## src/zxclk_pkg.sv

```systemverilog
package zxclk_pkg;

  // Width of the PLL option field
  localparam int pll_option_w = 3;

  // Width of the shared CPU clock divider
  localparam int div_cnt_w = 3;

  // CPU speed select, named after the resulting CPU clock rate
  typedef enum logic [1:0] {
    turbo_3m5 = 2'd0,  // Divide by 8
    turbo_7m  = 2'd1,  // Divide by 4
    turbo_14m = 2'd2,  // Divide by 2
    turbo_28m = 2'd3   // Divide by 1
  } turbo_t;

  // Requested settings from the core
  typedef struct packed {
    logic [pll_option_w-1:0] pll_option;
    turbo_t                  turbo;
  } clk_ctrl_t;

  // What the PLL currently reports
  typedef struct packed {
    logic [pll_option_w-1:0] pll_state;  // Option in effect
    logic                    locked;
    logic                    ready;      // Single-cycle pulse at relock
  } pll_status_t;

  // CPU clock bundle in the CLK_OUT1 domain
  typedef struct packed {
    logic ce;     // One-cycle enable
    logic level;  // Stretched during contention
    logic plain;  // Never stretched
  } cpu_clk_t;

  // Default timing of the reconfiguration path
  localparam int reconf_delay_default = 8;
  localparam int lock_cycles_default  = 16;

  // Divisor minus one, used as a bit mask on the divider count
  function automatic logic [div_cnt_w-1:0] turbo_mask(input turbo_t sel);
    return div_cnt_w'((8 >> sel) - 1);
  endfunction

endpackage

```

## src/reconf_sequencer.sv

```systemverilog
`timescale 1ns/1ns

// Watches the requested PLL option and, after a fixed delay, issues a
// single reconfiguration step toward the PLL port.
// A step is also forced out after reset so the PLL boots into option 0.
module reconf_sequencer
  import zxclk_pkg::*;
#(
  parameter int RECONF_DELAY = reconf_delay_default
) (
  input  logic                    CLK_OUT1,
  input  logic                    rst,
  input  logic [pll_option_w-1:0] pll_option,
  output logic                    reconf_step,
  output logic [pll_option_w-1:0] pll_state
);

  // Seed value for the delay chain, a single one in bit 0
  localparam logic [RECONF_DELAY:0] chain_seed = {{RECONF_DELAY{1'b0}}, 1'b1};

  // Option last accepted from the core
  logic [pll_option_w-1:0] option_q;

  // Delay chain, the token walks up one bit per cycle
  // Bit RECONF_DELAY is reached RECONF_DELAY edges after the seed
  logic [RECONF_DELAY:0] step_chain;

  // Request differs from what is stored
  logic option_change;

  assign option_change = (pll_option != option_q);

  always_ff @(posedge CLK_OUT1) begin
    if (rst) begin
      // Boot state is option 0 with a step already on its way
      option_q   <= '0;
      step_chain <= chain_seed;
    end else if (option_change) begin
      // Store the new option and restart the delay
      // Any token still in flight is dropped here
      option_q   <= pll_option;
      step_chain <= chain_seed;
    end else begin
      step_chain <= {step_chain[RECONF_DELAY-1:0], 1'b0};
    end
  end

  // Far end of the chain is the step pulse
  // Only one token ever lives in the chain, so this is one cycle wide
  assign reconf_step = step_chain[RECONF_DELAY];

  // The PLL is told the option as soon as it is stored
  assign pll_state = option_q;

endmodule

```

## src/pll_lock_model.sv

```systemverilog
`timescale 1ns/1ns

// Behavioural stand-in for the PLL and its reconfiguration port.
// A step drops lock, a relock counter runs for LOCK_CYCLES cycles,
// then lock returns together with a one-cycle ready pulse.
module pll_lock_model
  import zxclk_pkg::*;
#(
  parameter int LOCK_CYCLES = lock_cycles_default
) (
  input  logic                    CLK_OUT1,
  input  logic                    rst,
  input  logic                    reconf_step,
  input  logic [pll_option_w-1:0] pll_state,
  output pll_status_t             status
);

  // Enough bits to hold LOCK_CYCLES - 1
  localparam int cnt_w = (LOCK_CYCLES > 1) ? $clog2(LOCK_CYCLES) : 1;

  // Cycles left before lock returns, counts down to zero
  logic [cnt_w-1:0] relock_cnt;

  // High while a relock is in progress
  logic relocking;

  // Status fields as registers
  logic [pll_option_w-1:0] state_q;
  logic                    locked;
  logic                    ready;

  always_ff @(posedge CLK_OUT1) begin
    if (rst) begin
      // No lock until the boot step has been taken
      relock_cnt <= '0;
      relocking  <= 1'b0;
      state_q    <= '0;
      locked     <= 1'b0;
      ready      <= 1'b0;
    end else begin
      // ready is a pulse, cleared unless set below
      ready <= 1'b0;
      if (reconf_step) begin
        // New configuration, lock is lost at this edge
        // A step during a relock simply restarts the count
        relock_cnt <= cnt_w'(LOCK_CYCLES - 1);
        relocking  <= 1'b1;
        state_q    <= pll_state;
        locked     <= 1'b0;
      end else if (relocking) begin
        if (relock_cnt == '0) begin
          // Lock returns and the port reports ready
          relocking <= 1'b0;
          locked    <= 1'b1;
          ready     <= 1'b1;
        end else begin
          relock_cnt <= relock_cnt - 1'b1;
        end
      end
    end
  end

  // Pack the status bundle
  assign status.pll_state = state_q;
  assign status.locked    = locked;
  assign status.ready     = ready;

endmodule

```

## src/cpu_clock_divider.sv

```systemverilog
`timescale 1ns/1ns

// CPU clock generation inside the CLK_OUT1 domain.
// One free-running 3-bit counter serves all four rates, the rate
// only changes at the counter wrap so plain never glitches.
// Output is a clock level plus a clock enable, no clock muxing.
module cpu_clock_divider
  import zxclk_pkg::*;
(
  input  logic     CLK_OUT1,
  input  logic     rst,
  input  turbo_t   turbo,
  input  logic     contention,
  input  logic     locked,
  output cpu_clk_t cpu
);

  // Shared divider count
  logic [div_cnt_w-1:0] div_cnt;
  logic [div_cnt_w-1:0] div_cnt_nxt;

  // Rate in effect and the rate for the next cycle
  turbo_t active_turbo;
  turbo_t active_turbo_nxt;

  // Counter at its wrap point, the only place a rate change is allowed
  logic at_wrap;

  // Registered CPU clock levels
  logic plain_q;
  logic plain_nxt;

  // Contention as seen by the clock, one cycle after the input
  logic cont_q;

  // Enable condition before suppression
  logic ce_slot;

  assign div_cnt_nxt = div_cnt + 1'b1;
  assign at_wrap     = (div_cnt == '1);

  // Pick up the requested rate only at the wrap
  assign active_turbo_nxt = at_wrap ? turbo : active_turbo;

  // Next plain level, taken from the counter value it will sit next to
  // All rates agree at count 0, so the switch point is clean
  always_comb begin
    case (active_turbo_nxt)
      turbo_3m5: plain_nxt = div_cnt_nxt[2];
      turbo_7m:  plain_nxt = div_cnt_nxt[1];
      turbo_14m: plain_nxt = div_cnt_nxt[0];
      // Full rate just flips every cycle
      default:   plain_nxt = ~plain_q;
    endcase
  end

  always_ff @(posedge CLK_OUT1) begin
    if (rst) begin
      // Slowest rate after reset, clock low
      div_cnt      <= '0;
      active_turbo <= turbo_3m5;
      plain_q      <= 1'b0;
      cont_q       <= 1'b0;
    end else begin
      div_cnt      <= div_cnt_nxt;
      active_turbo <= active_turbo_nxt;
      plain_q      <= plain_nxt;
      cont_q       <= contention;
    end
  end

  // Last cycle of each CPU period, i.e. count mod divisor == divisor - 1
  assign ce_slot = ((div_cnt & turbo_mask(active_turbo)) == turbo_mask(active_turbo));

  // CPU does not advance while stretched or while the PLL relocks
  assign cpu.ce = ce_slot & ~cont_q & locked;

  // Stretched clock is pulled high during contention
  assign cpu.level = plain_q | cont_q;

  // Unstretched copy for logic that must keep the true phase
  assign cpu.plain = plain_q;

endmodule

```

## src/clock_generator.sv

```systemverilog
`timescale 1ns/1ns

// Clock section of the core.
// Option changes go through the sequencer into the PLL model, the
// PLL lock state then gates the CPU clock enable from the divider.
module clock_generator
  import zxclk_pkg::*;
#(
  parameter int RECONF_DELAY = reconf_delay_default,
  parameter int LOCK_CYCLES  = lock_cycles_default
) (
  input  logic        CLK_OUT1,
  input  logic        rst,
  input  clk_ctrl_t   ctrl,
  input  logic        contention,
  output pll_status_t status,
  output cpu_clk_t    cpu
);

  // Step pulse toward the PLL port
  logic reconf_step;

  // Option the sequencer has stored
  logic [pll_option_w-1:0] pll_state;

  // Delayed step generation from the requested option
  reconf_sequencer #(
    .RECONF_DELAY (RECONF_DELAY)
  ) u_reconf_sequencer (
    .CLK_OUT1    (CLK_OUT1),
    .rst         (rst),
    .pll_option  (ctrl.pll_option),
    .reconf_step (reconf_step),
    .pll_state   (pll_state)
  );

  // PLL lock and ready behaviour
  pll_lock_model #(
    .LOCK_CYCLES (LOCK_CYCLES)
  ) u_pll_lock_model (
    .CLK_OUT1    (CLK_OUT1),
    .rst         (rst),
    .reconf_step (reconf_step),
    .pll_state   (pll_state),
    .status      (status)
  );

  // CPU clock, held off while the PLL is not locked
  cpu_clock_divider u_cpu_clock_divider (
    .CLK_OUT1   (CLK_OUT1),
    .rst        (rst),
    .turbo      (ctrl.turbo),
    .contention (contention),
    .locked     (status.locked),
    .cpu        (cpu)
  );

endmodule

```

## config.mk

```make
export PLATFORM = sky130hd
export DESIGN_NAME = clock_generator
export DESIGN_NICKNAME = d
export VERILOG_FILES = /design/src/zxclk_pkg.sv /design/src/reconf_sequencer.sv /design/src/pll_lock_model.sv /design/src/cpu_clock_divider.sv /design/src/clock_generator.sv
export SDC_FILE = /design/constraint.sdc
export NUM_CORES = 1
export LEC_CHECK = 0
export ABC_AREA = 1
export ABC_CLOCK_PERIOD_IN_PS = 1900
export BUFFER_PORTS_ARGS = -buffer_cell sky130_fd_sc_hd__buf_2
export CORE_MARGIN = 2
export CORE_UTILIZATION = 54
export CTS_CLUSTER_DIAMETER = 30
export CTS_CLUSTER_SIZE = 14
export DETAILED_ROUTE_END_ITERATION = 12
export GPL_ROUTABILITY_DRIVEN = 1
export PLACE_DENSITY = 0.76
export SLEW_MARGIN = 40
export SYNTH_ARGS = -nofsm -noshare
export SYNTH_HDL_FRONTEND = slang
export SYNTH_SLANG_ARGS = --single-unit
```

## constraint.sdc

```tcl
create_clock -name CLK_OUT1 -period 1.9 [get_ports CLK_OUT1]
set_input_delay 0.38 -clock CLK_OUT1 [delete_from_list [all_inputs] [get_ports CLK_OUT1]]
set_output_delay 0.38 -clock CLK_OUT1 [all_outputs]
set_load 0.1 [all_outputs]
```

==> results by group, run 1 <==
Run status
  – Run status: finished, final reports clean

Yosys
  – Post-Syn Area per Cell: about 7.9 µm²
  – Gate Count Post-Synth: between 100 and 150
  – Post-synth net total: 156
  – Most frequent cell after synthesis: nor2_1
  – Yosys cell types: 19
  – Post-synth top area cell: dfxtp_1
  – Sequential area share after synthesis: 51.3%
  – Synth Flop Type: dfxtp_1
  – Area share of the largest cell type after synthesis: 51.3%
  – Fraction of registers with async set/reset: 0%
  – Post-synth EDFFs: 0
  – Main area contributors after synthesis: dfxtp_1 (51%), nor2_1 (10%), inv_1 (8.3%)
  – Post-Syn Area: 1130 µm²
  – Seq cells post-synth: 29
  – Commonest cells post-synth: nor2_1 (30), dfxtp_1 (29), inv_1 (25)
  – Synthesis Warnings: 0

Finish
  – Post-route insts no fill: roughly 190
  – Filler instances: about 200
  – Share of cells above drive strength 1: 18.0%
  – Multi-input gate area: 433 µm²
  – Area delta synth->final: 14.0%
  – Layout Nets: 173
  – Register area: 581 µm²
  – # diodes: 0
  – Final core utilization: 65.8%

Clock network
  – Setup bufs post-CTS: 0
  – Sink Count: 29
  – Max Root-Sink Buffers: 2
  – Clock latency on the worst-skew pair: 0.31 ns
  – Num CTS Buffers: 5
  – # resized after CTS: 0
  – Clock slew at reported path FFs: around 0.080 ns
  – CTS root buf: clkbuf_4
  – CTS tree: built
  – CTS Hold Buffers Added: 0
  – CTS H-tree lvls: 2

STA
  – Worst relative slew slack: 67.7%
  – Min Tclk post-route: 1.76 ns
  – Hold Vio Cnt, Final: 0
  – Final slew viol count: 0
  – Period utilization: 92.8%
  – Slew of the pin with the lowest slew margin: 0.488 ns
  – Worst Clk Skew: between 0.005 and 0.006 ns
  – Setup violators final: 0
  – RSZ-0062 raised after global routing: no
  – Setup TNS: 0 ns
  – Peak Freq: about 570 MHz
  – Worst hold slack: 0.273 ns

Worst hold path
  – Hold Path Class: input pin to flop

Pwr
  – Clk pwr share: ~33%
  – Pleak: ~0.6 nW
  – NetSw: 0.000262 W
  – Int Power: 0.000821 W
  – Sw Ratio: about a quarter
  – Combinational group share of total power: 8.4%
  – Power per standard cell area: 839 nW/µm²
  – VDD IR max: 0.518 mV
  – Sequential power share: 58.2%

Route
  – DRT iter0 DRCs: 19
  – Via count: approximately 900
  – ANT nets after route: 0
  – Avg WL per Cell: 10.2 µm
  – First-pass iteration count of the detailed router: 5
  – # DRC: 0
  – Vias/cell: 4.81
  – Routed wire length: 1.92 mm

Placed design
  – Placer Congestion: 0.805
  – Detailed Place HPWL: between 1 and 1.5 mm
  – Port Buffers: 15
  – Cells after DPL: roughly 180

Die
  – Cell Rows: 16
  – Boundary pin count: 16
  – Chip Height: approximately 50 µm
  – Die area: 2480 µm²
  – Die width: ~50 µm
  – Starting density of the core: 57.7%
  – Area of the core: 1960 µm²

Setup path
  – Slowest cell delay on critical path: 0.33 ns
  – Critical path type: flop to primary output
  – CP max FO: 2
  – Critical path startpoint category: flop
  – CP bufs+invs: 2
  – Crit path max-delay cell type: dfxtp_1
  – Worst Path Arrival: around 1.4 ns
  – Crit path cell chain: inv_1 > or2_2 > a211oi_4 > buf_12
  – Required time of the critical path: around 1.5 ns
  – CP top delay family: flip-flops
  – Setup crit end kind: primary output

Global route
  – Gr usage total: approximately 18%
  – Initial antenna violation count: 0
  – First-pass GRT wire length: 3.26 mm
  – Largest net degree at the start of global routing: 17
  – Vias in the first global route: between 800 and 900
  – GRT Residual Overflow: 0

Job
  – Maxcap violations: 0
==> per-layer routing <==
layer	track usage, %	wire, µm
met1	19.8	890
met2	29.6	900
met3	7.58	98
met4	7.87	34
met5	0	0
==> area by class of cell <==
class                   instances  share of cell area (%)
clock buffers                   7                    4.27
repair buffers                 15                    6.98
flip-flops and latches         29                    45.0
well taps                      27                    2.62
multi-input cells              84                    33.6
inverters                      26                    7.57
==> registers in the layout, indices dropped and copies added, names as in the netlist, 2 cells and up <==
| signal | cells |
|---|---|
| u_reconf_sequencer.pll_state | 3 |
| u_pll_lock_model.state_q | 3 |
| u_cpu_clock_divider.div_cnt | 3 |
| u_cpu_clock_divider.active_turbo | 2 |
| u_reconf_sequencer.step_chain | 9 |
| u_pll_lock_model.relock_cnt | 4 |
==> placed cells by master, fill, tap and decap left out, drive strengths merged <==
| cell | instances |
|---|---|
| o21ai | 9 |
| a211oi | 1 |
| dfxtp | 29 |
| nand2 | 20 |
| nand3 | 5 |
| inv | 26 |
| clkbuf | 7 |
| or2 | 2 |
| ha | 4 |
| nor2 | 30 |
| nand4 | 3 |
| buf | 15 |
| a21oi | 10 |
==> stage by stage <==
step	total power (W)	setup WS [ns]	cell area [µm²]
floorplan	0.000716	0.0612	1140
global placement	0.000731	0.481	1230
detailed placement	0.000735	0.389	1230
CTS	0.00110	0.120	1290
global route	0.00114	0.0642	1290
finish	0.00108	0.137	1290
==> power groups by stage <==
stage / clock, W / combinational [W] / sequential [W]
2_1_floorplan: 0 / 0.0000748 / 0.000642
3_3_place_gp: 0 / 0.0000879 / 0.000643
3_5_place_dp: 0 / 0.0000909 / 0.000644
4_1_cts: 0.000375 / 0.0000911 / 0.000630
5_1_grt: 0.000403 / 0.0000997 / 0.000632
6_report: 0.000362 / 0.0000905 / 0.000630
==> kinds of logic after synthesis <==
group / after synthesis / share of synthesized area [%]
DFF: 29 / 51.3
AOI/OAI and AO/OA: 20 / 9.40
buffers and inverters: 31 / 11.5
adders and majority gates: 4 / 4.42
and+or+nand+nor: 60 / 23.3
==> worst register-to-register path: stages, from the launching register on <==
cell,delay (ns)
dfxtp_1,0.35
ha_1,0.23
ha_1,0.23
nand2_1,0.09
inv_1,0.04
nor2_1,0.18
o21ai_0,0.12
nor2_1,0.13
nor2_1,0.06
==> final timing paths <==
kind                                    start                               end  slack, ns  cells past startpoint
max                   u_pll_lock_model.locked                            cpu[2]       0.14                      4
max reg2reg    u_cpu_clock_divider.div_cnt[0]       u_cpu_clock_divider.plain_q       0.37                      8
min reg2reg  u_reconf_sequencer.step_chain[7]  u_reconf_sequencer.step_chain[8]       0.41                      2
min                                contention        u_cpu_clock_divider.cont_q       0.27                      3
Power figures use the tool's default switching activity.
==> run 2: changes to the inputs <==
Settings changed: CELL_PAD_IN_SITES_DETAIL_PLACEMENT from default to 1, CELL_PAD_IN_SITES_GLOBAL_PLACEMENT from default to 1, CORE_UTILIZATION 54 to 40, PLACE_DENSITY 0.76 to default, PLACE_DENSITY_LB_ADDON from default to 0.1, RECOVER_POWER from default to 50.
==> run 2 against run 1 <==
Compared with the run above:
- register-to-register slack improved by 0.03 ns
- maximum frequency fell by 1.5%
- first-iteration DRC count fell by 32%
- clock skew rose by 0.0054 ns
- sequential power barely moved
- cell count rose by 2.7%
- die area rose by 32%
- routed wire length rose by 9.1%
- via count rose by 1.1%
- utilization fell by 18 points
- critical path depth did not move
- critical path type unchanged
==> results by group, run 2 (synthesis gave the netlist of run 1 again) <==
Clock network
  – Num CTS Buffers: 5
  – CTS H-tree lvls: 2
  – Sink Count: 29
  – Setup bufs post-CTS: 0
  – Max Root-Sink Buffers: 2
  – CTS tree: built
  – CTS root buf: clkbuf_4
  – CTS Hold Buffers Added: 0
  – Clock latency on the worst-skew pair: 0.33 ns
  – Clock slew at reported path FFs: 0.09 ns
  – # resized after CTS: 0

Worst hold path
  – Hold Path Class: input pin to flop

Pwr
  – VDD IR max: about 0.84 mV
  – Pleak: ~0.60 nW
  – Power per standard cell area: 937 nW/µm²

STA
  – Worst relative slew slack: 50.0%
  – Slew of the pin with the lowest slew margin: 0.749 ns
  – Setup violators final: 0
  – Hold Vio Cnt, Final: 0
  – Final slew viol count: 0
  – RSZ-0062 raised after global routing: no
  – Worst hold slack: 0.263 ns
  – Setup TNS: 0 ns
  – Min Tclk post-route: 1.79 ns
  – Worst setup margin: between 0.1 and 0.15 ns
  – Period utilization: roughly 94%
  – Worst Clk Skew: 0.0106 ns
  – Peak Freq: roughly 560 MHz

Global route
  – First-pass GRT wire length: 3.71 mm
  – Initial antenna violation count: 0
  – Vias in the first global route: between 900 and 1000
  – Gr usage total: 15.0%
  – GRT Residual Overflow: 0
  – Largest net degree at the start of global routing: 17

Finish
  – Area delta synth->final: 15.3%
  – Post-route insts no fill: 193
  – # diodes: 0
  – Filler instances: 352
  – Share of cells above drive strength 1: 17.3%
  – Biggest register: u_reconf_sequencer.step_chain
  – Commonest non-fill, non-tap cell in the layout: nor2_1
  – Most frequent cells in the layout: nor2_1 (30), dfxtp_1 (29), inv_1 (25), nand2_1 (18), buf_2 (13)
  – Registers with the most flip-flops: u_reconf_sequencer.step_chain x9, u_pll_lock_model.relock_cnt x4
  – Layout Nets: 173
  – Max reg flops: 9

Setup path
  – CP bufs+invs: 2
  – WP depth: 4
  – CP top delay family: flip-flops
  – R2r endpoint: u_cpu_clock_divider.plain_q
  – R2R depth: 6
  – Worst r2r src: u_cpu_clock_divider.div_cnt[0]
  – Setup crit end kind: primary output
  – Reg2reg setup slack: 0.40 ns
  – Worst Path Arrival: 1.41 ns
  – Crit path cell chain: inv_1 > or2_2 > a211oi_4 > buf_12
  – Required time of the critical path: around 1.5 ns
  – Crit path max-delay cell type: dfxtp_1
  – Worst setup path end: cpu[2]
  – CP max FO: 2
  – Crit. Startpoint: u_pll_lock_model.locked
  – Critical path startpoint category: flop
  – Critical path type: flop to primary output
  – Slowest cell delay on critical path: 0.34 ns

Run status
  – Run status: finished, final reports clean

Route
  – ANT nets after route: 0
  – First-pass iteration count of the detailed router: 4
  – Routed wire length: about 2.1 mm
  – DRT iter0 DRCs: 13
  – Avg WL per Cell: 10.9 µm
  – # DRC: 0
  – Vias/cell: 4.74
  – Via count: 914

Placed design
  – Cells after DPL: roughly 190
  – Port Buffers: 15
  – Placer Congestion: 0.740
  – Detailed Place HPWL: between 1.5 and 2 mm
  – Dpl ws: 0.403 ns

Die
  – Die width: 57.2 µm
  – Chip Height: 57.2 µm
  – Starting density of the core: 41.7%
  – Boundary pin count: 16
  – Cell Rows: 19
  – Area of the core: 2710 µm²
  – Die area: 3270 µm²

Job
  – Maxcap violations: 0
run 2: changes by cell type in the layout (fill, tap and decap cells not counted):
cell	before	now
a21oi_2	1	0
nand4_4	1	0
clkinvlp_4	0	1
clkbuf_8	1	0
a21oi_1	9	10
buf_2	14	13
clkinv_4	0	1
bufinv_16	0	1
nand4_1	2	3
run 2: area by class of cell:
cell class	instances	area (µm²)	area share (%)
sequential	29	581	44.5
multi-input combinational	84	414	31.8
inverter	26	97.6	7.49
timing repair buffer	15	88.8	6.81
clock inverter	3	46.3	3.55
tap	31	38.8	2.98
clock buffer	5	37.5	2.88
run 2: worst reg2reg max path, cell delays in order (launching register included):
cell,delay (ns)
dfxtp_1,0.35
ha_1,0.23
ha_1,0.22
o21ai_0,0.36
nand3_1,0.13
nand2_1,0.07
nor2_1,0.05
run 2: through the flow:
step | area, µm² | total power [W] | utilization (%)
floorplan | 1140 | 0.000716 | -
global placement | 1240 | 0.000733 | 45.8
detailed placement | 1240 | 0.000737 | 45.8
CTS | 1320 | 0.00125 | 48.8
global route | 1300 | 0.00128 | 48.1
finish | 1300 | 0.00122 | 48.1
run 2: worst min-delay path by stage:
stage	slack, ns	start	endpoint	cells past startpoint
after floorplan	0.39	u_reconf_sequencer.step_chain[0]	u_reconf_sequencer.step_chain[1]	2
after global placement	0.39	u_reconf_sequencer.step_chain[1]	u_reconf_sequencer.step_chain[2]	2
final	0.26	contention	u_cpu_clock_divider.cont_q	3
after CTS	0.25	contention	u_cpu_clock_divider.cont_q	3
after global routing	0.24	contention	u_cpu_clock_divider.cont_q	3
after detailed placement	0.40	u_reconf_sequencer.step_chain[6]	u_reconf_sequencer.step_chain[7]	2
run 2: routing by layer:
layer | global-route usage [%] | share of wire, %
met5 | 0 | 0
met4 | 5.98 | 1.7
met3 | 5.44 | 4.4
met2 | 27.9 | 52
met1 | 15.0 | 42
run 2: power breakdown:
| group | total, W | leakage (nW) | switching, W | internal [W] |
|---|---|---|---|---|
| combinational | 0.0000860 | 0.320 | 0.0000622 | 0.0000238 |
| sequential | 0.000630 | 0.236 | 0.00000825 | 0.000621 |
| clock | 0.000506 | 0.0414 | 0.000228 | 0.000278 |
| total | 0.00122 | 0.597 | 0.000298 | 0.000924 |
==> run 3: changes to the inputs <==
Settings changed: ABC_CLOCK_PERIOD_IN_PS 1900 to 2200, CORE_UTILIZATION 40 to 43.
Clock period 1.9 ns to 2.2 ns, I/O delays scaled along.
==> run 3 against run 2 <==
Compared with the run above:
- non-clock buffer count unchanged
- power down 20%
- worst setup slack better by 0.062 ns
- cell count down 0.52%
- utilization up 3.3 points
- critical endpoint unchanged
==> results by group, run 3 (synthesis gave the netlist of run 1 again) <==
Pwr
  – Pleak: 0.594 nW
  – Power per standard cell area: roughly 770 nW/µm²
  – VDD IR max: 0.492 mV
  – Tot Pwr: 0.000983 W

Setup path
  – Crit path cell chain: inv_1 > or2_2 > a211oi_4 > buf_2
  – Critical path type: flop to primary output
  – Worst Path Arrival: 1.59 ns
  – WP depth: 4
  – Critical path startpoint category: flop
  – Slowest cell delay on critical path: 0.45 ns
  – R2R depth: 9
  – CP top delay family: buffers and inverters
  – Required time of the critical path: ~1.8 ns
  – Setup crit end kind: primary output
  – CP max FO: 2
  – Crit path max-delay cell type: buf_2
  – CP bufs+invs: 2

Finish
  – Post-route insts no fill: 192
  – Layout Nets: 173
  – Share of cells above drive strength 1: 17.3%
  – Biggest register: u_reconf_sequencer.step_chain
  – Area delta synth->final: 12.6%
  – # diodes: 0
  – Filler instances: between 300 and 400
  – Registers with the most flip-flops: u_reconf_sequencer.step_chain x9, u_pll_lock_model.relock_cnt x4
  – Most frequent cells in the layout: nor2_1 (30), dfxtp_1 (29), inv_1 (25), nand2_1 (18), buf_2 (14)
  – Post-layout instance area: 1270 µm²
  – Commonest non-fill, non-tap cell in the layout: nor2_1
  – Max reg flops: 9

Placed design
  – Placed Area: 1220 µm²
  – Cells after DPL: approximately 180
  – Placer Congestion: around 0.75
  – Port Buffers: 15
  – Detailed Place HPWL: 1.59 mm

Die
  – Chip Height: 55.3 µm
  – Starting density of the core: 45.7%
  – Cell Rows: 18
  – Boundary pin count: 16
  – Area of the core: 2480 µm²
  – Die width: 55.3 µm
  – Die area: 3060 µm²

Worst hold path
  – Hold Path Class: input pin to flop
  – Hold path cells: 3

STA
  – Worst Clk Skew: a little under 0.007 ns
  – Hold Vio Cnt, Final: 0
  – Peak Freq: ~490 MHz
  – Setup TNS: 0 ns
  – RSZ-0062 raised after global routing: no
  – Setup violators final: 0
  – Final slew viol count: 0
  – Worst relative slew slack: 55.4%
  – Worst hold slack: 0.318 ns
  – Min Tclk post-route: slightly above 2 ns
  – Period utilization: slightly above 90%
  – Slew of the pin with the lowest slew margin: 0.669 ns

Clock network
  – CTS root buf: clkbuf_4
  – CTS tree: built
  – Max Root-Sink Buffers: 2
  – CTS H-tree lvls: 2
  – CTS Hold Buffers Added: 0
  – Num CTS Buffers: 5
  – Setup bufs post-CTS: 0
  – Sink Count: 29
  – # resized after CTS: 0
  – Clock slew at reported path FFs: 0.09 ns
  – Clock latency on the worst-skew pair: 0.32 ns

Route
  – Vias/cell: ~4.7
  – First-pass iteration count of the detailed router: 4
  – Routed wire length: ~2.1 mm
  – Avg WL per Cell: 11.0 µm
  – Via count: 903
  – ANT nets after route: 0
  – # DRC: 0
  – DRT iter0 DRCs: 27

Job
  – Maxcap violations: 0

Global route
  – Gr usage total: 16.1%
  – Vias in the first global route: 868
  – Largest net degree at the start of global routing: 17
  – First-pass GRT wire length: 3.79 mm
  – Initial antenna violation count: 0
  – GRT Residual Overflow: 0

Run status
  – Run status: finished, final reports clean
-- run 3: changes by cell type in the layout (fill, tap and decap cells not counted), sizes merged --
cell	delta
clkbuf	+2
clkinvlp	-1
bufinv	-1
-- run 3: power breakdown --
| group | internal, W | switching (W) |
|---|---|---|
| Combinational | 0.0000206 | 0.0000531 |
| Clock | 0.000185 | 0.000180 |
| Sequential | 0.000537 | 0.00000759 |
-- run 3: final timing paths --
kind | slack, ns | startpoint | to
max | 0.17 | u_pll_lock_model.locked | cpu[2]
min | 0.32 | contention | u_cpu_clock_divider.cont_q
max reg2reg | 0.69 | u_cpu_clock_divider.div_cnt[0] | u_cpu_clock_divider.plain_q
min reg2reg | 0.41 | u_reconf_sequencer.step_chain[1] | u_reconf_sequencer.step_chain[2]
-- run 3: worst register-to-register path, delay by kind of cell, from the launching register on --
| kind | cells | cell delay [ns] |
|---|---|---|
| fa+ha+maj | 2 | 0.47 |
| buf+inv | 1 | 0.04 |
| flops | 1 | 0.35 |
| simple gates | 6 | 0.60 |
-- run 3: through the flow --
step / util [%] / worst slack, ns
2_1_floorplan: - / 0.301
3_3_place_gp: 49.4 / 0.534
3_5_place_dp: 49.4 / 0.528
4_1_cts: 52.2 / 0.160
5_1_grt: 51.4 / 0.0679
6_report: 51.4 / 0.173
-- run 3: cell type report --
class / count / area, µm² / share of cell area [%]
Clock buffer: 7 / 65.1 / 5.11
Sequential cell: 29 / 581 / 45.6
Clock inverter: 1 / 5.00 / 0.393
Inverter: 26 / 97.6 / 7.66
Timing Repair Buffer: 15 / 73.8 / 5.80
Tap cell: 30 / 37.5 / 2.95
Multi-Input combinational cell: 84 / 414 / 32.5
-- run 3: per-layer routing --
layer	global-route usage, %	routed length, µm	up-vias
li1	-	-	472
met5	0	0	-
met3	7.73	75	5
met1	19.9	1050	411
met2	24.1	958	15
met4	6.27	36	0
